`src/design/tiny_gpt_config.svh`:
```
`ifndef TINY_GPT_CONFIG_SVH
`define TINY_GPT_CONFIG_SVH

// ==========================================================================
// Model sizes
// ==========================================================================
`define TG_VOCAB        16      // Tokens in the vocabulary
`define TG_D_MODEL      4       // Elements per row
`define TG_ELEM_W       16      // Q5.10 element
`define TG_FRAC_W       10
`define TG_TOKEN_W      4

// ==========================================================================
// Parameter memory map
// ==========================================================================
// Embedding entry is token * D_MODEL + column
`define TG_EMB_BASE     0
// Weight entry is row * D_MODEL + column, offset by the base
`define TG_W_BASE       64
`define TG_PARAM_DEPTH  80
`define TG_ADDR_W       7

`endif
```
`src/design/tiny_gpt_pkg.sv`:
```
`default_nettype none

package tiny_gpt_pkg;

    `include "tiny_gpt_config.svh"

    // One signed Q5.10 value
    typedef logic signed [`TG_ELEM_W-1:0] elem_t;

    // Element 0 sits in the low bits
    typedef elem_t [`TG_D_MODEL-1:0] row_t;

    // Indexed as [k][c], k picks the input element
    typedef row_t [`TG_D_MODEL-1:0] weight_mat_t;

    typedef logic [`TG_TOKEN_W-1:0] token_t;

    // Covers both the embedding table and the weights
    typedef logic [`TG_ADDR_W-1:0] param_addr_t;

endpackage

`default_nettype wire

```
`src/design/embed_stage.sv`:
```
`default_nettype none
`timescale 1ns/1ps

module embed_stage (
    input  logic                 clk,
    input  logic                 rst_n,
    input  logic                 token_valid,
    input  tiny_gpt_pkg::token_t token,
    output tiny_gpt_pkg::token_t lookup_token,
    input  tiny_gpt_pkg::row_t   lookup_row,
    output logic                 emb_valid,
    output tiny_gpt_pkg::row_t   emb_row
);

    import tiny_gpt_pkg::*;

    // Store answers in the same cycle
    assign lookup_token = token;

    // ======================================================================
    // Stage 1 register
    // ======================================================================
    always_ff @(posedge clk or negedge rst_n) begin
        if (!rst_n) begin
            emb_valid <= 1'b0;
        end else begin
            emb_valid <= token_valid;
        end
    end

    // Row is frozen here for the rest of the pipe
    always_ff @(posedge clk) begin
        if (token_valid) begin
            emb_row <= lookup_row;
        end
    end

endmodule

`default_nettype wire

```
`config.mk`:
```
export PLATFORM = sky130hd
export DESIGN_NAME = embed_stage
export DESIGN_NICKNAME = d
export VERILOG_FILES = /design/src/design/tiny_gpt_pkg.sv /design/src/design/embed_stage.sv
export VERILOG_INCLUDE_DIRS = /design/src /design/src/design
export SDC_FILE = /design/constraint.sdc
export NUM_CORES = 1
export LEC_CHECK = 0
export ABC_AREA = 1
export BUFFER_PORTS_ARGS = -buffer_cell sky130_fd_sc_hd__buf_4
export CORE_ASPECT_RATIO = 1.75
export CORE_MARGIN = 2
export CORE_UTILIZATION = 43
export CTS_CLUSTER_SIZE = 24
export DETAILED_ROUTE_END_ITERATION = 16
export PLACE_DENSITY = 0.91
export SYNTH_ARGS = -nofsm -noshare
export SYNTH_HDL_FRONTEND = slang
export SYNTH_SLANG_ARGS = --single-unit
```
`constraint.sdc`:
```
create_clock -name clk -period 0.8 [get_ports clk]
set_input_delay 0.16 -clock clk [delete_from_list [all_inputs] [get_ports clk]]
set_output_delay 0.16 -clock clk [all_outputs]
set_load 0.005 [all_outputs]
```
* Yosys cells after proc, flatten, opt, wreduce, memory -nomap -nowiden
Cells that the tools add are included.
** Storage, ports and cells
- Flip-flop bits (word level) :: 65
- Bits in latches :: 0
- Bits in writable memories :: 0
- Memory bits (read-only) :: 0
- Input port bits :: 71
- Output and inout bits :: 69
- Memories kept :: 0
** Cells by class
- Add/sub/neg operators :: 0
- Multipliers :: 0
- Divide/modulo/power cells :: 0
- Order comparisons :: 0
- Equality and inequality tests :: 0
- Shift-type cells :: 0
- Muxes and demuxes :: 0
- Bitwise gates (word level) :: 0
- Reductions and logical operators :: 0

* Longest topological paths before layout
- Depth in word-level cells :: 0
- Gate-level depth with buffers :: 1

* Worst setup path before layout
OpenSTA, ideal clock, no wires.
- Path kind :: register to output
- Start point :: register emb_row[0] in the netlist's numbering
- End point :: output port emb_row[0] in the netlist's numbering
- Arrival time :: 0.355 ns
- Slack :: 0.285 ns
- Cell stages (with the launch flop) :: 1
- Path buffers :: 0
- Cell sequence :: edfxtp_1
** RTL lines
- from (decl) :: line embed_stage.sv:12 : output tiny_gpt_pkg::row_t emb_row
- from (signal assigned) :: line embed_stage.sv:34 : emb_row <= lookup_row;
No word-level cell between the ends.

* Final worst setup path
- Start point :: register emb_row[53] in the netlist's numbering
- End point :: output port emb_row[53] in the netlist's numbering
No word-level cell between the ends.

==> reports/results.ini <==
[min_path]
min_path_cells = 1
hold_class = primary input to flop

[grt]
globalRouteTotalUtil_pct = 24.5
grt.met1_usage_pct = 20.2
grt-ovfl-total = 0
grt_pass1_vias = 1684
met3_usage_pct = 6.61
use_met2_pct = 48.5
antenna_found_initial = 0
grt_busiest_layer = met2
grt_pass1_wl_um = 8800
grt_max_degree = 31

[pwr]
comb_power_share_pct = 14.8
powerDensity_nw_per_um2 = 1900
vdd_ir_drop_max_mv = 1.84
p_int_uw = 5870
pwr-share-clk_pct = 29.1
switching_power_uw = 1520
swShare_pct = 20.5
p_leak_uw = 0.00165
p_seq_share_pct = 56.1

[sta]
fin_crit_sh_pct = 131
min_period_ns = 1.05
hold-worst-slack_ns = 0.0199
slew-limit-headroom_pct = 89.7
setup_viol = 65
maxSlewViolCount = 0
rsz0062_at_grt = yes
fmax_mhz = 955
worstMarginPinSlew_ns = 0.154
totalNegativeSetupSlack_ns = -13.34
setup_slack_ns = -0.248
hold_viol_final = 0

[setup_path]
crit_chain = buf_6
worstPathRequired_ns = 0.64
cp_slowest_cell = edfxtp_1
setup.worst_path.end = emb_row[53]
crit_buf_inv = 1
critical-path-top-delay-family = flip-flops
crit_start = emb_row[53]
crit_fanout = 1
cp-start-kind = flop
end_kind = primary output
cp_num_cells = 1
max_stage_delay_ns = 0.42
path_class = flop to primary output
cp.arrival_ns = 0.89

[layout]
multi_input_gates = 0
layout_commonest_cell = buf_4
final_cell_mix = buf_4 (114), edfxtp_1 (64), dlygate4sd3_1 (64), buf_6 (18), clkbuf_8 (9)
utilization_pct = 88.4
fillCellCount = 191
drive_gt1_share_pct = 51.6
layout.nets = 345
regArea_um2 = 1950
stdcell_count = 328
multiInputGateArea_um2 = 0
diodes = 0
areaGrowthSynthToFinish_pct = 96.9

[routing]
wl_per_cell_um = 18.5
vias_per_cell = 4.46
drt_iter0_markers = 32
detail-route-antenna-nets = 0
dr.pass1.iters = 4
remaining_drc_errors = 0
num_vias = 1464
wirelength_um = 6070

[place]
post-place-ws_ns = -0.00580
dp_cells = 250
gp_congestion = 0.730
portBuffers = 131

[clock_tree]
cts_tree = yes
cts_setup_buffers = 0
cts_made_buffers = 9
cts-root-buf = clkbuf_8
htreeDepth = 3
clk_pin_slew_ns = 0.06
clk_path_buf_depth = 2
cts_sinks = 65

[die]
io_pins = 140
fp.dieW_um = 55.3
die_h_um = 93.7
dieArea_um2 = 5180
rows = 32
start_util_pct = 44.9
coreArea_um2 = 4400

[run]
drv_cap = 0

[yosys]
ys_seq_elements = 65
syn_nets = 140
synthCells = 69
mappedNetlistArea_um2 = 1980
synth.avg_cell_area_um2 = 28.7
synth_cell_types = 3
yosys_warnings = 0
ys_seq_area_share_pct = 98.5

[outcome]
violations = setup timing
outcome = finished with violations

area by class of cell:
cell class	instances	area share (%)
Clock buffer	12	3.47
Timing Repair Buffer	198	44.7
Tap cell	51	1.64
Clock inverter	2	0.193
Sequential cell	65	50.0
cells in the mapped netlist (all sizes together):
cell type / count / share of area, %
edfxtp: 64 / 97
buf: 4 / 1.5
dfrtp: 1 / 1.3
per-stage QoR:
step                area (µm²)  power [µW]
global route              3890        7640
detailed placement        3040        4960
CTS                       3820        7320
global placement          3040        4920
finish                    3890        7390
floorplan                 1980        4230
logic make-up after synthesis:
logic type             synth area share (%)
buffers and inverters                  1.52
DFF                                    98.5
power groups by stage:
stage / clock network, µW / logic (µW) / registers, µW
2_1_floorplan: 0 / 16.2 / 4220
3_3_place_gp: 0 / 753 / 4170
3_5_place_dp: 0 / 777 / 4190
4_1_cts: 2170 / 1030 / 4120
5_1_grt: 2330 / 1150 / 4170
6_report: 2150 / 1090 / 4150
state kept, by name (all words and copies together), names as in the netlist:
signal and count:
emb_row 64, emb_valid 1
worst min-delay path by stage:
stage                         from     endpoint  slack, ns
finish              lookup_row[21]  emb_row[21]       0.02
global route        lookup_row[21]  emb_row[21]     0.0008
CTS                 lookup_row[33]  emb_row[33]    0.00006
detailed placement           rst_n    emb_valid      -0.06
global placement             rst_n    emb_valid      -0.06
floorplan                    rst_n    emb_valid      -0.14
routing by layer:
layer | share of wire (%) | up-vias
met3 | 5.2 | 14
met2 | 63 | 68
li1 | - | 679
met5 | 0 | -
met1 | 28 | 703
met4 | 3.7 | 0
repair_timing:
item	4_1_cts	5_1_grt
setup endpoints to repair	65	65
endpoints found under the hold margin	62	2
hold buffers	62	2
gates resized for setup	3	15
Power figures use the tool's default switching activity.
