--- src/design/tiny_gpt_config.svh ---
`ifndef TINY_GPT_CONFIG_SVH
`define TINY_GPT_CONFIG_SVH

// ==========================================================================
// Model sizes
// ==========================================================================
`define TG_VOCAB        16      // Tokens in the vocabulary
`define TG_D_MODEL      4       // Elements per row
`define TG_ELEM_W       16      // Q5.10 element
`define TG_FRAC_W       10
`define TG_TOKEN_W      4

// ==========================================================================
// Parameter memory map
// ==========================================================================
// Embedding entry is token * D_MODEL + column
`define TG_EMB_BASE     0
// Weight entry is row * D_MODEL + column, offset by the base
`define TG_W_BASE       64
`define TG_PARAM_DEPTH  80
`define TG_ADDR_W       7

`endif
--- src/design/tiny_gpt_pkg.sv ---
`default_nettype none

package tiny_gpt_pkg;

    `include "tiny_gpt_config.svh"

    // One signed Q5.10 value
    typedef logic signed [`TG_ELEM_W-1:0] elem_t;

    // Element 0 sits in the low bits
    typedef elem_t [`TG_D_MODEL-1:0] row_t;

    // Indexed as [k][c], k picks the input element
    typedef row_t [`TG_D_MODEL-1:0] weight_mat_t;

    typedef logic [`TG_TOKEN_W-1:0] token_t;

    // Covers both the embedding table and the weights
    typedef logic [`TG_ADDR_W-1:0] param_addr_t;

endpackage

`default_nettype wire

--- src/design/param_store.sv ---
`default_nettype none
`timescale 1ns/1ps

`include "tiny_gpt_config.svh"

module param_store (
    input  logic                      clk,
    input  logic                      rst_n,
    input  logic                      param_we,
    input  tiny_gpt_pkg::param_addr_t param_addr,
    input  tiny_gpt_pkg::elem_t       param_wdata,
    input  tiny_gpt_pkg::token_t      lookup_token,
    output tiny_gpt_pkg::row_t        lookup_row,
    output tiny_gpt_pkg::weight_mat_t weight_mat
);

    import tiny_gpt_pkg::*;

    elem_t mem [`TG_PARAM_DEPTH];

    // ======================================================================
    // Load port
    // ======================================================================
    always_ff @(posedge clk or negedge rst_n) begin
        if (!rst_n) begin
            for (int i = 0; i < `TG_PARAM_DEPTH; i++) begin
                mem[i] <= '0;
            end
        end else if (param_we && (int'(param_addr) < `TG_PARAM_DEPTH)) begin
            mem[param_addr] <= param_wdata;  // Addresses past the top are dropped
        end
    end

    // ======================================================================
    // Read side, all combinational
    // ======================================================================

    // Four consecutive entries form one embedding row
    always_comb begin
        for (int c = 0; c < `TG_D_MODEL; c++) begin
            lookup_row[c] = mem[`TG_EMB_BASE + int'(lookup_token) * `TG_D_MODEL + c];
        end
    end

    // Whole projection matrix, row major from the weight base
    always_comb begin
        for (int k = 0; k < `TG_D_MODEL; k++) begin
            for (int c = 0; c < `TG_D_MODEL; c++) begin
                weight_mat[k][c] = mem[`TG_W_BASE + k * `TG_D_MODEL + c];
            end
        end
    end

endmodule

`default_nettype wire

--- config.mk ---
export PLATFORM = sky130hd
export DESIGN_NAME = param_store
export DESIGN_NICKNAME = d
export VERILOG_FILES = /design/src/design/tiny_gpt_pkg.sv /design/src/design/param_store.sv
export VERILOG_INCLUDE_DIRS = /design/src /design/src/design
export SDC_FILE = /design/constraint.sdc
export NUM_CORES = 1
export LEC_CHECK = 0
export BUFFER_PORTS_ARGS = -buffer_cell sky130_fd_sc_hd__buf_2
export CAP_MARGIN = 20
export CORE_ASPECT_RATIO = 1.25
export CORE_MARGIN = 4
export CORE_UTILIZATION = 35
export CTS_BUF_LIST = sky130_fd_sc_hd__clkbuf_8 sky130_fd_sc_hd__clkbuf_16
export CTS_CLUSTER_SIZE = 20
export DETAILED_ROUTE_END_ITERATION = 6
export HOLD_SLACK_MARGIN = 0.06
export PLACE_DENSITY_LB_ADDON = 0.2
export SLEW_MARGIN = 25
export SYNTH_ARGS = -nofsm -noshare
export SYNTH_HDL_FRONTEND = slang
export SYNTH_SLANG_ARGS = --single-unit
--- constraint.sdc ---
create_clock -name clk -period 2.55 [get_ports clk]
set_clock_uncertainty 0.15 [all_clocks]
set_input_delay 0.51 -clock clk [delete_from_list [all_inputs] [get_ports clk]]
set_output_delay 0.51 -clock clk [all_outputs]
set_load 0.01 [all_outputs]
# After elaboration in Yosys (flattened, before gate mapping)
# Index checks and enable logic that the tools add are counted.
[classes]
magnitude_cmp = 7
n_mux = 15
reduce_logical = 2
n_bitwise = 5
add_sub_neg = 3
[op_table]
columns = ["op", "count"]
rows = [
  ["$bwmux 1280", 1],
  ["$bmux 16 s7", 4],
  ["$mux 16", 9],
  ["$ge 32x8->1 const B", 4],
  ["$demux 16 s7", 1],
  ["$not 7->32", 3],
  ["$not 6->32", 1],
  ["$add 6x2->7 const B", 2],
  ["$ge 8x8->1 const B", 1],
  ["$lt 8x1->1 const B", 1],
  ["$not 7->8", 1],
  ["$add 6x1->7 const B", 1],
  ["$lt 7x7->1 const B", 1],
  ["$logic_and 1x1->1", 2],
]
[word_totals]
elab_cells = 112
reg_bits = 1280
in_bits = 30
out_inout_bits = 320

# Logic depth before layout (Yosys ltp)
[depth]
word_depth = 6
mapped_depth = 7

# Worst setup path after synthesis
# No wires, ideal clock.
[synth_path]
path_type = "input to output"
start = "input lookup_token[0]"
end = "output lookup_row[49] in the netlist's numbering"
t_arrival_ps = 2021
path_stages = 5
path_slack_ps = -131
n_path_buf = 2
cell_sequence = "clkbuf_1 -> clkbuf_1 -> mux4_2 -> a22oi_1 -> nand2_1"
[synth_rtl]
columns = ["item", "line_no", "source"]
rows = [
  ["from (decl)", "param_store.sv:12", "input tiny_gpt_pkg::token_t lookup_token,"],
  ["to (decl)", "param_store.sv:13", "output tiny_gpt_pkg::row_t lookup_row,"],
]

==> Implementation_results.wiki <==
{| class="wikitable"
! Metric !! Value
|-
| Met2 routed WL || 83200 um
|-
| Initial antenna violation count || 10
|-
| Syn avg cell area || 16.0 um^2
|-
| Req. time, crit path || 1.89 ns
|-
| Clk buf depth || 3
|-
| Delay-heaviest family, CP || multiplexers
|-
| Final hold violation count || 0
|-
| Fill cell count || 15400
|-
| Dominant cells by area after synthesis || dfrtp_1 54%, mux2_2 20%, mux4_2 9.7%
|-
| Number of flops mapped to enable cells by yosys || 0
|-
| Count of distinct cell types in the synthesized netlist || 34
|-
| Worst-path clk slew || 0.06 ns
|-
| Hold_sp || param_wdata[9]
|-
| Minimum clock period || 2.94 ns
|-
| Min-delay worst type || in2reg
|-
| Ys async rst share || 100%
|-
| Master cell of the clock root buffer || clkbuf_16
|-
| Synthesized flop and latch total || 1280
|-
| Starting density of the core || 35.2%
|-
| MaxCap Viol Count || 0
|-
| Sum of net half-perimeters after detailed placement || 109000 um
|-
| DR vias/cell || 5.17
|-
| Arr. time, crit path || 2.28 ns
|-
| Count of pins on the block boundary || 350
|-
| Run status || complete, but fails checks
|-
| CP endpoint kind || output pin
|-
| Post-route total power || 47800 uW
|-
| Number of optimization iterations in the first detailed-route pass || 7
|-
| Violated checks || negative setup slack
|-
| Maximum level of the CTS H-tree || 4
|-
| Worst IR Drop VDD || 0.000607 V
|-
| RSZ-0062 raised after global routing || true
|-
| Top cell type by total area after synthesis || dfrtp_1
|-
| Max layer used || met5
|-
| Synth Warn # || 0
|-
| Setup ws final || -0.394 ns
|-
| Headroom to the max-slew limit || 35.6%
|-
| Total area of multi-input combinational cells || 24600 um^2
|-
| Reg-to-reg endpoint || mem[762]
|-
| Pwr per Cell Area || 673 nW/um^2
|-
| Crit-path cells || mux4_2 -> a22oi_2 -> buf_4 -> nand2_2 -> buf_6 -> buf_6
|-
| Aggregate negative setup slack || -15.64 ns
|-
| Proportion of layout cells with a drive suffix above 1 || 66.0%
|-
| Syn Std Cell Area || 59600 um^2
|-
| Setup Crit Path Kind || reg2out
|-
| Routability-driven placement congestion ratio || 0.741
|-
| Startpoint class of the critical path || flip-flop
|-
| Worst R2R Setup Slack || 1.51 ns
|-
| Crit-path most repeated cell || buf_6
|-
| CTS tree || built
|-
| End-of-flow core utilization || 41.9%
|-
| Most frequent standard cell in the layout excluding fill and tap cells || dfrtp_1
|-
| Slew at the pin closest to its max-slew limit || 0.966 ns
|-
| Number of buffer and inverter instances along the worst setup path || 3
|-
| Remaining DRCs || 0
|-
| Die area || 177000 um^2
|-
| Minimum hold slack || 0.142 ns
|-
| Wire length of the first global-routing pass || 250000 um
|-
| Crit-path slowest cell || mux4_2
|-
| Highest-count cells in the layout ignoring fill and taps || 1280 x dfrtp_1, 1070 x mux2_2, 285 x buf_2
|-
| Residual antenna-violating net count after detailed routing || 0
|-
| Gate Count Post-Synth || 3734
|-
| Delay contributed by the slowest stage of the critical path || 0.49 ns
|-
| Port Buffers || 349
|-
| Worst reg2reg startpoint || mem[762]
|-
| Post-route clock period utilization || 115%
|-
| Largest net degree at the start of global routing || 104
|-
| CTS Sinks || 1280
|-
| TritonCTS buffer count || 141
|-
| Highest Clock Rate || 340 MHz
|-
| Leakage power || 0.0349 uW
|-
| Worst skew pair latency || 0.78 ns
|-
| Layout net count || 4005
|-
| First-iteration detailed-routing DRC count || 1538
|-
| Remaining global-route overflow || 0
|-
| Portion of the post-synthesis area used by sequential elements || 53.7%
|-
| Layout Area Growth over Synthesis || 19.2%
|-
| Terminating pin of the worst hold path || mem[1241]
|-
| Routed length per placed instance || 26.4 um
|-
| DRT met1 WL || 72400 um
|-
| Overall global routing resource usage || 19.0%
|-
| Number of global-route vias before repair || 36100
|-
| Final Max Tran Viols || 0
|-
| Routed met3 length || 7370 um
|-
| DR vias || 32600
|-
| Logic depth of the worst register-to-register path || 2
|-
| Proportion of netlist area held by the largest area contributor || 53.7%
|-
| Routed wire length || 167000 um
|-
| Number of endpoints failing setup at the final stage || 64
|-
| DIE HEIGHT || 470 um
|-
| Die width || 377 um
|-
| Leading register cell type out of synthesis || dfrtp_1
|-
| Syn nets || 3764
|-
| Worst Hold Depth || 2
|-
| Row Count || 169
|-
| Worst Path Max Fanout || 2
|-
| Register area || 32000 um^2
|-
| Core area || 170000 um^2
|}
## area by class of cell
class,count,share of cell area [%]
antenna,4,0.0141
multi-input combinational,1842,34.6
sequential,1280,45.0
clock buffer,181,5.78
tap,2223,3.91
clock inverter,75,0.913
timing repair buffer,710,9.77
## registers in the layout, indices dropped and copies added (netlist names)
signal,cells
mem,1024
weight_mat,256
## what timing repair did
item,in CTS,in global routing
buffers inserted,21,2
endpoints found under the setup margin,64,64
hold endpoints to repair,846,0
hold buffers,2,0
cloned,1,1
pin swaps,108,27
resized for setup,223,24
## cell usage after synthesis, types with 2 or more instances
| cell type | count |
|---|---|
| nand4_2 | 40 |
| buf_8 | 4 |
| buf_6 | 27 |
| or4b_4 | 4 |
| buf_4 | 287 |
| nand3b_1 | 2 |
| buf_2 | 86 |
| mux2_2 | 1070 |
| buf_1 | 22 |
| clkbuf_1 | 185 |
| mux2_4 | 200 |
| nor4_4 | 41 |
| nor2b_1 | 2 |
| mux4_2 | 256 |
| and3b_1 | 2 |
| nand4bb_1 | 4 |
| a22oi_1 | 128 |
| nand2_1 | 64 |
| mux2_1 | 10 |
| nor4b_4 | 4 |
| and4bb_2 | 4 |
| dfrtp_1 | 1280 |
## stage by stage
step                cell area (um^2)  worst slack, ns  cells
finish                         71100           -0.394   6315
global route                   71100           -0.508   6313
detailed placement             65000           -0.550   6033
floorplan                      59700           0.0248   3734
global placement               65000           -0.551   6033
CTS                            71000           -0.496   6309
## logic make-up (layout without fill, tap and decap cells)
family	after synthesis	after routing	synth area share, %
other cells	0	4	0
compound gates	130	130	1.64
buf+inv	612	966	6.26
mux	1536	1536	35.1
flops	1280	1280	53.7
simple gates	176	176	3.31
## report_power, final
| part | switching, uW | leakage (uW) | total, uW | internal (uW) |
|---|---|---|---|---|
| clock network | 8760 | 0.00249 | 20900 | 12100 |
| logic | 2440 | 0.0148 | 4850 | 2420 |
| registers | 584 | 0.0176 | 22100 | 21500 |
## per-layer routing
| layer | vias to the layer above | GRT usage (%) |
|---|---|---|
| met1 | 17700 | 24.9 |
| met2 | 695 | 32.3 |
| met4 | 2 | 5.11 |
| met3 | 220 | 3.47 |
| li1 | 14000 | - |
| met5 | - | 0 |
## worst register-to-register path, stage by stage (launching register included)
cell	delay, ns
dfrtp_1	0.38
buf_4	0.13
mux2_4	0.26
## worst max path at each step
stage	from	slack (ns)	cells past startpoint	to
after floorplan	lookup_token[0]	0.02	6	lookup_row[0]
after global placement	lookup_token[0]	-0.55	7	lookup_row[35]
after detailed placement	lookup_token[0]	-0.55	7	lookup_row[35]
after CTS	mem[1087]	-0.50	6	lookup_row[15]
after global routing	mem[1087]	-0.51	6	lookup_row[15]
final	mem[1087]	-0.39	6	lookup_row[15]
No activity file was read; power rests on OpenSTA's default activity.
