`src/design/tiny_gpt_config.svh`:
```
`ifndef TINY_GPT_CONFIG_SVH
`define TINY_GPT_CONFIG_SVH

// ==========================================================================
// Model sizes
// ==========================================================================
`define TG_VOCAB        16      // Tokens in the vocabulary
`define TG_D_MODEL      4       // Elements per row
`define TG_ELEM_W       16      // Q5.10 element
`define TG_FRAC_W       10
`define TG_TOKEN_W      4

// ==========================================================================
// Parameter memory map
// ==========================================================================
// Embedding entry is token * D_MODEL + column
`define TG_EMB_BASE     0
// Weight entry is row * D_MODEL + column, offset by the base
`define TG_W_BASE       64
`define TG_PARAM_DEPTH  80
`define TG_ADDR_W       7

`endif
```
`src/design/tiny_gpt_pkg.sv`:
```
`default_nettype none

package tiny_gpt_pkg;

    `include "tiny_gpt_config.svh"

    // One signed Q5.10 value
    typedef logic signed [`TG_ELEM_W-1:0] elem_t;

    // Element 0 sits in the low bits
    typedef elem_t [`TG_D_MODEL-1:0] row_t;

    // Indexed as [k][c], k picks the input element
    typedef row_t [`TG_D_MODEL-1:0] weight_mat_t;

    typedef logic [`TG_TOKEN_W-1:0] token_t;

    // Covers both the embedding table and the weights
    typedef logic [`TG_ADDR_W-1:0] param_addr_t;

endpackage

`default_nettype wire

```
`src/design/residual_stage.sv`:
```
`default_nettype none
`timescale 1ns/1ps

`include "tiny_gpt_config.svh"

module residual_stage (
    input  logic               clk,
    input  logic               rst_n,
    input  logic               proj_valid,
    input  tiny_gpt_pkg::row_t proj_row,
    input  tiny_gpt_pkg::row_t skip_row,
    output logic               out_valid,
    output tiny_gpt_pkg::row_t out_row
);

    import tiny_gpt_pkg::*;

    localparam elem_t ELEM_MAX = {1'b0, {(`TG_ELEM_W-1){1'b1}}};  // 32767
    localparam elem_t ELEM_MIN = {1'b1, {(`TG_ELEM_W-1){1'b0}}};  // -32768

    logic signed [`TG_ELEM_W:0] lane_sum [`TG_D_MODEL];
    row_t                       sat_row;

    // ======================================================================
    // Lane adders with clamp
    // ======================================================================
    always_comb begin
        for (int i = 0; i < `TG_D_MODEL; i++) begin
            lane_sum[i] = {skip_row[i][`TG_ELEM_W-1], skip_row[i]}
                        + {proj_row[i][`TG_ELEM_W-1], proj_row[i]};
            // Guard bit disagrees with sign bit on overflow
            if (lane_sum[i][`TG_ELEM_W] != lane_sum[i][`TG_ELEM_W-1]) begin
                sat_row[i] = lane_sum[i][`TG_ELEM_W] ? ELEM_MIN : ELEM_MAX;
            end else begin
                sat_row[i] = lane_sum[i][`TG_ELEM_W-1:0];
            end
        end
    end

    // ======================================================================
    // Stage 3 register
    // ======================================================================
    always_ff @(posedge clk or negedge rst_n) begin
        if (!rst_n) begin
            out_valid <= 1'b0;
        end else begin
            out_valid <= proj_valid;
        end
    end

    always_ff @(posedge clk) begin
        if (proj_valid) begin
            out_row <= sat_row;
        end
    end

endmodule

`default_nettype wire

```
`config.mk`:
```
export PLATFORM = sky130hd
export DESIGN_NAME = residual_stage
export DESIGN_NICKNAME = d
export VERILOG_FILES = /design/src/design/tiny_gpt_pkg.sv /design/src/design/residual_stage.sv
export VERILOG_INCLUDE_DIRS = /design/src /design/src/design
export SDC_FILE = /design/constraint.sdc
export NUM_CORES = 1
export LEC_CHECK = 0
export BUFFER_PORTS_ARGS = -buffer_cell sky130_fd_sc_hd__buf_2
export CORE_ASPECT_RATIO = 0.8
export CORE_MARGIN = 3
export CORE_UTILIZATION = 25
export DETAILED_ROUTE_END_ITERATION = 16
export GPL_TIMING_DRIVEN = 0
export PLACE_DENSITY = 0.51
export SLEW_MARGIN = 20
export SYNTH_ARGS = -nofsm -noshare
export SYNTH_HDL_FRONTEND = slang
export SYNTH_SLANG_ARGS = --single-unit
export TNS_END_PERCENT = 30
```
`constraint.sdc`:
```
create_clock -name clk -period 1 [get_ports clk]
set_input_delay 0.2 -clock clk [delete_from_list [all_inputs] [get_ports clk]]
set_output_delay 0.2 -clock clk [all_outputs]
set_load 0.05 [all_outputs]
```
**Word level (Yosys, flattened, before mapping)**

Cells that the tools add are included.

- Add/sub/neg operators: 4
- Multipliers: 0
- Divide/modulo/power cells: 0
- Magnitude comparators: 0
- Equal/unequal tests: 4
- Shift operators: 0
- Mux-type cells: 8
- Bitwise gates (word level): 0
- Reductions and logical operators: 0

Operators with widths:

| operator | number |
|---|---|
| two-way mux 16 bit | 8 |
| adder 16 x 16 -> 17 bit | 4 |
| != test 1 bit | 4 |

- Register bits after elaboration: 65
- Latch bits: 0
- Bits in writable memories: 0
- ROM bits: 0
- Bits of input ports: 131
- Word-level logic and storage cells: 21
- Memories kept: 0

**Logic depth before layout (Yosys ltp)**

Gate-level depths: netlist of run 1.

- Word-level depth: 3
- Mapped depth: 12
- Mapped depth without buffers: 10

**Worst setup path before layout of run 1**

Ideal clock, no wire load.

- Kind: input port to flip-flop
- Start: input port proj_row[4] in the netlist's numbering
- End: register out_row[12] in the netlist's numbering (data pin)
- Setup time: 0.261 ns
- Arrival: 2.249 ns
- Path slack: -1.510 ns
- Stages on the path: 10
- Buffers on the path: 2
- Path through: ha_1 a21o_1 a31o_1 or4_4 nand3_2 and2_4 buf_8 buf_12 a21oi_1 o32a_1

RTL lines:

| element | line | source |
|---|---|---|
| from (decl) | residual_stage.sv:10 | `input tiny_gpt_pkg::row_t proj_row,` |
| to (signal assigned) | residual_stage.sv:53 | `out_row <= sat_row;` |
| to (decl) | residual_stage.sv:13 | `output tiny_gpt_pkg::row_t out_row` |

==> run metrics, run 1 <==
outcome finished, violations left; failing checks negative setup slack; Chip Height around 150 um; cell at the slowest stage of the critical path fa_2; final hold violation count 0; TritonCTS Buffers 9; diode count 0; Worst VDD drop about 0.63 mV; leak pwr 4.27 nW; Initial Util 0.258; Post-DRT Antenna Nets 0; sw frac 0.397; Sw Pwr around 0.0065 W; Syn Nets 878; WL/cell roughly 16 um; Final Critical Period 2.19 ns; PwrDens ~1500 mW/mm^2; remaining global-route overflow 0; NumNets Final ~1100; H-Tree Depth 3; routed vias 6263; Placement Setup Slack -1.97 ns; clock root buffer clkbuf_16; fmax ~0.46 GHz; Yosys warnings 0; largest net degree at the start of global routing 44; post-synthesis sequential area ratio 0.306; area grow syn2layout 66.1%; Max clock buf depth 2; Placed Cells incl. Taps 1193; final WL 20.9 mm; Syn Area/Cell between 9 and 10 sq um; Total GRT Usage 0.143; RSZ-0062 raised after global routing yes; worst hold path type input pin to asynchronous set/reset pin; layout cells sized above 1 0.542; Layout fillers approximately 2400; Critical Path RT 1.08 ns; sequential fraction of design power 0.243; CTS clk-pin slew, worst paths about 0.06 ns; Final WS setup -1.19 ns; fin. max-slew vios 0; P_int approximately 0.01 W; cell count after synthesis a little under 700; global-route wire length before repair around 31 mm; Combinational Power Share 0.551; Slew @ Worst Pin about 0.8 ns; total core area about 0.025 sq mm; CP max FO 3; DR pass1 iterations 4; CP cell instances buf_6, ha_4, inv_2, fa_2, nor2b_2, o2111a_2, o2111ai_2, and2_4, xnor2_2, maj3_2, mux2_4; CP Buf/Inv Count 2; drt drc 0; Non-Filler Instances ~1300; critical path arrival approximately 2.3 ns; max cap viols 0; slowest stage delay, CP about 0.34 ns; register bit total from synthesis 65; GP Congestion ~0.86; Clk network pwr share 0.207; asr flop ratio synth 0.0154; initial drt markers around 250; vias in the first global route 5948; Util after Layout 0.428; row cnt between 50 and 60; port buffer count 195; Netlist cell types 73; cell area after synthesis between 0.006 and 0.007 sq mm; Die W 184 um; critical path's top delay family adder cells; I/O pins around 200; EDFF count, synth 64; initial antenna violation count 0; CP Launch Type input pin; dpl hpwl approximately 15 mm; clock net sink count 65; CP Capture Type register; Via-to-Cell Ratio 4.95; Main synth FF type edfxtp_1; final setup violation count around 130; Pwr Total roughly 0.016 W; WS Path Type input pin to register; TritonCTS clock tree yes; Final period util 2.19; WP depth 11; die area between 0.02 and 0.03 sq mm; max_slew headroom 0.451
[kinds of logic after synthesis]
kind of cell             count (synthesis)  synth area share
AND/OR/NAND/NOR                        142             0.109
flip-flops                              65             0.306
XOR/XNOR                                48            0.0661
adder cells (fa/ha/maj)                107             0.201
buffers and inverters                   64            0.0476
AO/OA/AOI/OAI                          230             0.234
multiplexers                            23            0.0368
[registers in the layout, indices dropped and copies added (netlist names)]
register	flops
out_row	64
out_valid	1
[metrics by stage]
stage                     hold slack (ns)  area [sq um]  setup TNS (ns)
final                               0.185         10600          -66.84
after global routing                0.179         10600          -73.76
after CTS                           0.144          9930          -68.60
after detailed placement          -0.0184          8020         -110.88
after global placement            -0.0250          7990         -156.84
after floorplan                   -0.0956          6610          -75.14
[layer usage]
layer	track usage	share of wire	routed length (um)
met5	0	0	0
met3	0.0235	0.043	900
met2	0.226	0.47	9730
met4	0.0408	0.023	486
met1	0.202	0.47	9750
[cell usage after synthesis (all sizes together) (3+ instances only)]
cell / n / share of area
a21o: 24 / 0.029
o211ai: 6 / 0.0071
maj3: 39 / 0.062
xor2: 22 / 0.030
a211oi: 8 / 0.0094
nand4: 3 / 0.0029
or3: 4 / 0.0039
xnor2: 26 / 0.036
o21a: 12 / 0.014
ha: 64 / 0.13
nand2: 40 / 0.024
clkbuf: 17 / 0.010
o22ai: 3 / 0.0029
nor2: 35 / 0.021
mux2: 3 / 0.0053
buf: 13 / 0.017
mux2i: 20 / 0.031
a221oi: 4 / 0.0083
o31ai: 3 / 0.0035
a21oi: 73 / 0.057
nand3b: 3 / 0.0035
o21ai: 50 / 0.039
nand2b: 5 / 0.0049
o21bai: 6 / 0.0071
nor4: 3 / 0.0029
nor2b: 6 / 0.0059
o32a: 5 / 0.0079
fa: 4 / 0.013
and3: 3 / 0.0029
a31oi: 11 / 0.011
nor3: 17 / 0.013
nand3: 11 / 0.0094
a21boi: 3 / 0.0035
and2: 4 / 0.0045
a311oi: 3 / 0.0041
inv: 33 / 0.019
edfxtp: 64 / 0.30
[cell usage in the layout (no fill, tap or decap), drive strengths merged, types with 3 or more instances in the layout]
master / synthesis / routed
a311oi: 3 / 3
nand2: 40 / 40
mux2: 3 / 3
maj3: 39 / 39
nor2: 35 / 35
nand4: 3 / 3
o22ai: 3 / 3
a21boi: 3 / 3
clkbuf: 17 / 24
inv: 33 / 33
and3: 3 / 3
a21o: 24 / 24
o21ai: 50 / 50
xnor2: 26 / 26
a21oi: 73 / 73
o31ai: 3 / 3
a221oi: 4 / 4
buf: 13 / 269
o21a: 12 / 12
ha: 64 / 64
fa: 4 / 4
nand3b: 3 / 3
nor2b: 6 / 6
o32a: 5 / 5
nor3: 17 / 17
mux2i: 20 / 20
nand2b: 5 / 5
edfxtp: 64 / 64
a211oi: 8 / 8
xor2: 22 / 22
nand3: 11 / 11
and2: 4 / 4
a31oi: 11 / 11
nor4: 3 / 3
or3: 4 / 4
o21bai: 6 / 6
o211ai: 6 / 6
[final timing paths]
check                       startpoint           to  slack [ns]
worst max-delay path       skip_row[0]  out_row[10]       -1.19
worst min-delay path             rst_n    out_valid        0.18
max in group asynchronous        rst_n    out_valid        0.73
min in group clk            proj_valid  out_row[59]        0.28
[cell type report]
| type | count | area [sq um] | share of cell area |
|---|---|---|---|
| Inverter | 33 | 124 | 0.0117 |
| Buffer | 28 | 262 | 0.0247 |
| Clock inverter | 5 | 80.1 | 0.00757 |
| Sequential cell | 65 | 1950 | 0.184 |
| Clock buffer | 11 | 233 | 0.0220 |
| Multi-Input combinational cell | 550 | 5410 | 0.511 |
| Tap cell | 318 | 398 | 0.0376 |
| Timing Repair Buffer | 256 | 2120 | 0.201 |
[timing repair]
item	CTS	global route
pin swaps	75	43
endpoints found under the setup margin	129	129
hold buffers	1	0
buffers inserted	37	17
resized for setup	329	114
gates cloned	5	1
hold endpoints to repair	1	0
[power groups by stage]
stage               Clock [W]  Sequential (W)  Combinational, W
floorplan                   0         0.00568           0.00315
CTS                   0.00349         0.00399           0.00835
global placement            0         0.00391           0.00658
finish                0.00338         0.00398           0.00901
detailed placement          0         0.00391           0.00662
global route          0.00362         0.00402           0.00958
Power figures use the tool's default switching activity.
==> run 2, diff against run 1 <==
- ABC_AREA: unset -> 1
- REMOVE_ABC_BUFFERS: unset -> 1
==> run 2 against run 1 <==
  * Clock-buffer cell count decreased by 1
  * Sequential share of layout area is 1.3 points higher
  * Critical path type unchanged
  * Die area down 1.8%
  * Largest power group unchanged
  * Critical endpoint is now out_row[46]
  * Largest cell class unchanged
  * The run still ends with negative setup slack left
==> run metrics, run 2 <==
top cells by instance count after synthesis nand2_1, inv_1, edfxtp_1, ha_1, nor2_1 (was a21oi_1, edfxtp_1, ha_1); Die W 183 um (was 184 um); WS Path Type input pin to register (unchanged); Chip Height 147 um (was 149 um); top flop regs out_row x64, out_valid x1 (unchanged); vias in the first global route 6344 (was 5948); slowest stage delay, CP 0.34 ns (about the same); drt drc 0 (unchanged); Layout fillers 2471 (was 2366); cell area after synthesis 0.00624 sq mm (was 0.00636 sq mm); area grow syn2layout 58.1% (was 66.1%); TritonCTS clock tree yes (unchanged); row cnt 51 (unchanged); routed vias 6318 (was 6263); Slew @ Worst Pin 0.357 ns (was 0.824 ns); global-route wire length before repair 33.7 mm (was 31.4 mm); CP max FO 8 (was 3); remaining global-route overflow 0 (unchanged); register bit total from synthesis 65 (unchanged); CTS clk-pin slew, worst paths 0.06 ns (about the same); clock root buffer clkbuf_16 (unchanged); multi-input logic area 0.00511 sq mm (was 0.00541 sq mm); post-synthesis sequential area ratio 0.312 (was 0.306); Design Area, Final 0.00987 sq mm (was 0.0106 sq mm); H-Tree Depth 3 (unchanged); Initial Util 0.256 (was 0.258); Final period util 1.72 (was 2.19); Netlist cell types 29 (was 73); xor and xnor area share after synthesis 0.0561 (was 0.0661); post-synthesis mux area share 0 (was 0.0368); Yosys top cell area share 0.308 (was 0.302); main combinational cell family by area after synthesis simple AND/OR/NAND/NOR gates (was compound AO/OA/AOI/OAI gates); GP Congestion 0.850 (was 0.861); Compound-Gate Fraction of Synth Area 0.0553 (was 0.234); Final Critical Period 1.72 ns (was 2.19 ns); cell count after synthesis 841 (was 679); area share of fa/ha/maj cells after synthesis 0.141 (was 0.201); leak pwr 4.71 nW (was 4.27 nW); TritonCTS Buffers 9 (unchanged); commonest non-fill, non-tap cell in the layout nand2_1 (was buf_2); Via-to-Cell Ratio 4.52 (was 4.95); Synth area leader edfxtp_1 (unchanged); final WL 21.5 mm (was 20.9 mm); initial antenna violation count 12 (was 0); CP cell instances buf_8, ha_4, inv_2, fa_2, inv_2, nand2_2, nand2_2, nand3_2, nand2_4, nand2_4, buf_6, nand3_4, nand2_8, nand2_8, nand3_2, nand2_2 (was buf_6, ha_4, inv_2, fa_2, nor2b_2, o2111a_2, o2111ai_2, and2_4, xnor2_2, maj3_2, mux2_4); most numerous cell in the Yosys netlist nand2_1 (was a21oi_1); max cap viols 0 (unchanged); layout cells sized above 1 0.450 (was 0.542); die area 0.0269 sq mm (was 0.0274 sq mm); Max clock buf depth 2 (unchanged); dpl hpwl 14.8 mm (was 15.4 mm); leading cell types in the layout, fill and taps excluded nand2_1, buf_2, inv_1 (was buf_2, buf_6, edfxtp_1); Final WS setup -0.723 ns (was -1.19 ns); DR pass1 iterations 4 (unchanged); Main synth FF type edfxtp_1 (unchanged); Total GRT Usage 0.160 (was 0.143); Synth area leaders edfxtp_1, nand2_1, ha_1, inv_1, nand2_2 (was edfxtp_1, ha_1, a21oi_1, maj3_1, o21ai_0); Post-DRT Antenna Nets 0 (unchanged); CP Launch Type input pin (unchanged); total core area 0.0244 sq mm (was 0.0247 sq mm); I/O pins 196 (unchanged); area post-placement 0.00757 sq mm (was 0.00802 sq mm); NumNets Final 1270 (was 1142); Worst VDD drop 0.879 mV (was 0.629 mV); critical path arrival 1.92 ns (was 2.27 ns); max reg flops 64 (unchanged); Post-Synth Simple-Gate Area 0.358 (was 0.109); worst hold path type input pin to asynchronous set/reset pin (unchanged); Syn Area/Cell 7.43 sq um (was 9.37 sq um); final setup violation count 129 (unchanged); max_slew headroom 0.762 (was 0.451); Yosys warnings 0 (unchanged); outcome finished, violations left (unchanged); initial drt markers 289 (was 254); final hold violation count 0 (unchanged); RSZ-0062 raised after global routing yes (unchanged); Most flops, register out_row (unchanged); WL/cell 15.4 um (was 16.5 um); fin. max-slew vios 0 (unchanged); cell at the slowest stage of the critical path fa_2 (unchanged); CP Capture Type register (unchanged); Pwr Total 0.0157 W (was 0.0164 W); largest net degree at the start of global routing 43 (was 44); port buffer count 195 (unchanged); asr flop ratio synth 0.0154 (unchanged); PwrDens 1590 mW/mm^2 (was 1550 mW/mm^2); Crit path top cell by count nand2_2; Critical Path RT 1.20 ns (was 1.08 ns); failing checks negative setup slack (unchanged); register area 0.00195 sq mm (unchanged); EDFF count, synth 64 (unchanged); clock net sink count 65 (unchanged); fmax 0.580 GHz (was 0.457 GHz)
run 2: logic make-up (layout without fill, tap and decap cells):
| group | Yosys count | after routing |
|---|---|---|
| xor gates and xnor gates | 40 | 40 |
| buffers and inverters | 116 | 343 |
| AOI/OAI and AO/OA | 60 | 60 |
| other | 0 | 4 |
| adders and majority gates | 68 | 68 |
| DFF | 65 | 65 |
| and+or+nand+nor | 492 | 500 |
run 2: per-stage QoR:
| stage | TNS, ns | hold slack [ns] | util | setup WS (ns) | std cells |
|---|---|---|---|---|---|
| 5_1_grt | -54.19 | 0.149 | 0.404 | -0.761 | 1396 |
| 4_1_cts | -48.29 | 0.151 | 0.391 | -0.674 | 1390 |
| 2_1_floorplan | -51.94 | -0.0956 | - | -0.866 | 833 |
| 3_5_place_dp | -85.34 | -0.0235 | 0.310 | -1.34 | 1347 |
| 3_3_place_gp | -136.25 | -0.0234 | 0.308 | -1.35 | 1346 |
| 6_report | -47.51 | 0.167 | 0.404 | -0.723 | 1398 |
run 2: timing repair:
| item | in CTS | in global routing |
|---|---|---|
| buffers inserted | 18 | 4 |
| resized for setup | 315 | 69 |
| pin swaps | 57 | 41 |
| hold endpoints to repair | 1 | 0 |
| setup endpoints to repair | 129 | 129 |
| hold buffers | 1 | 0 |
| cloned | 8 | 0 |
run 2: area by class of cell:
cell class | instances | share of cell area
Tap cell | 318 | 0.0403
Clock inverter | 6 | 0.00837
Timing Repair Buffer | 219 | 0.171
Antenna cell | 4 | 0.00101
Multi-Input combinational cell | 668 | 0.518
Inverter | 108 | 0.0411
Clock buffer | 10 | 0.0232
Sequential cell | 65 | 0.197
run 2: power breakdown:
part / internal (W) / switching (W)
Combinational: 0.00304 / 0.00518
Clock: 0.00217 / 0.00132
Sequential: 0.00373 / 0.000258
run 2: metal layers:
layer	track usage	routed length, um
met1	0.204	9500
met2	0.259	9510
met3	0.0545	1900
met4	0.0457	444
met5	0	120
run 2: worst max-delay path, delay by kind of cell:
family	cells	cell delay [ns]
simple gates	10	0.95
fa+ha+maj	2	0.46
buf+inv	4	0.28
run 2: worst paths after layout:
path                              start     endpoint  depth (start not counted)
max in group asynchronous         rst_n    out_valid                          2
min                               rst_n    out_valid                          2
min in group clk             proj_valid    out_valid                          1
max                        proj_row[32]  out_row[46]                         16
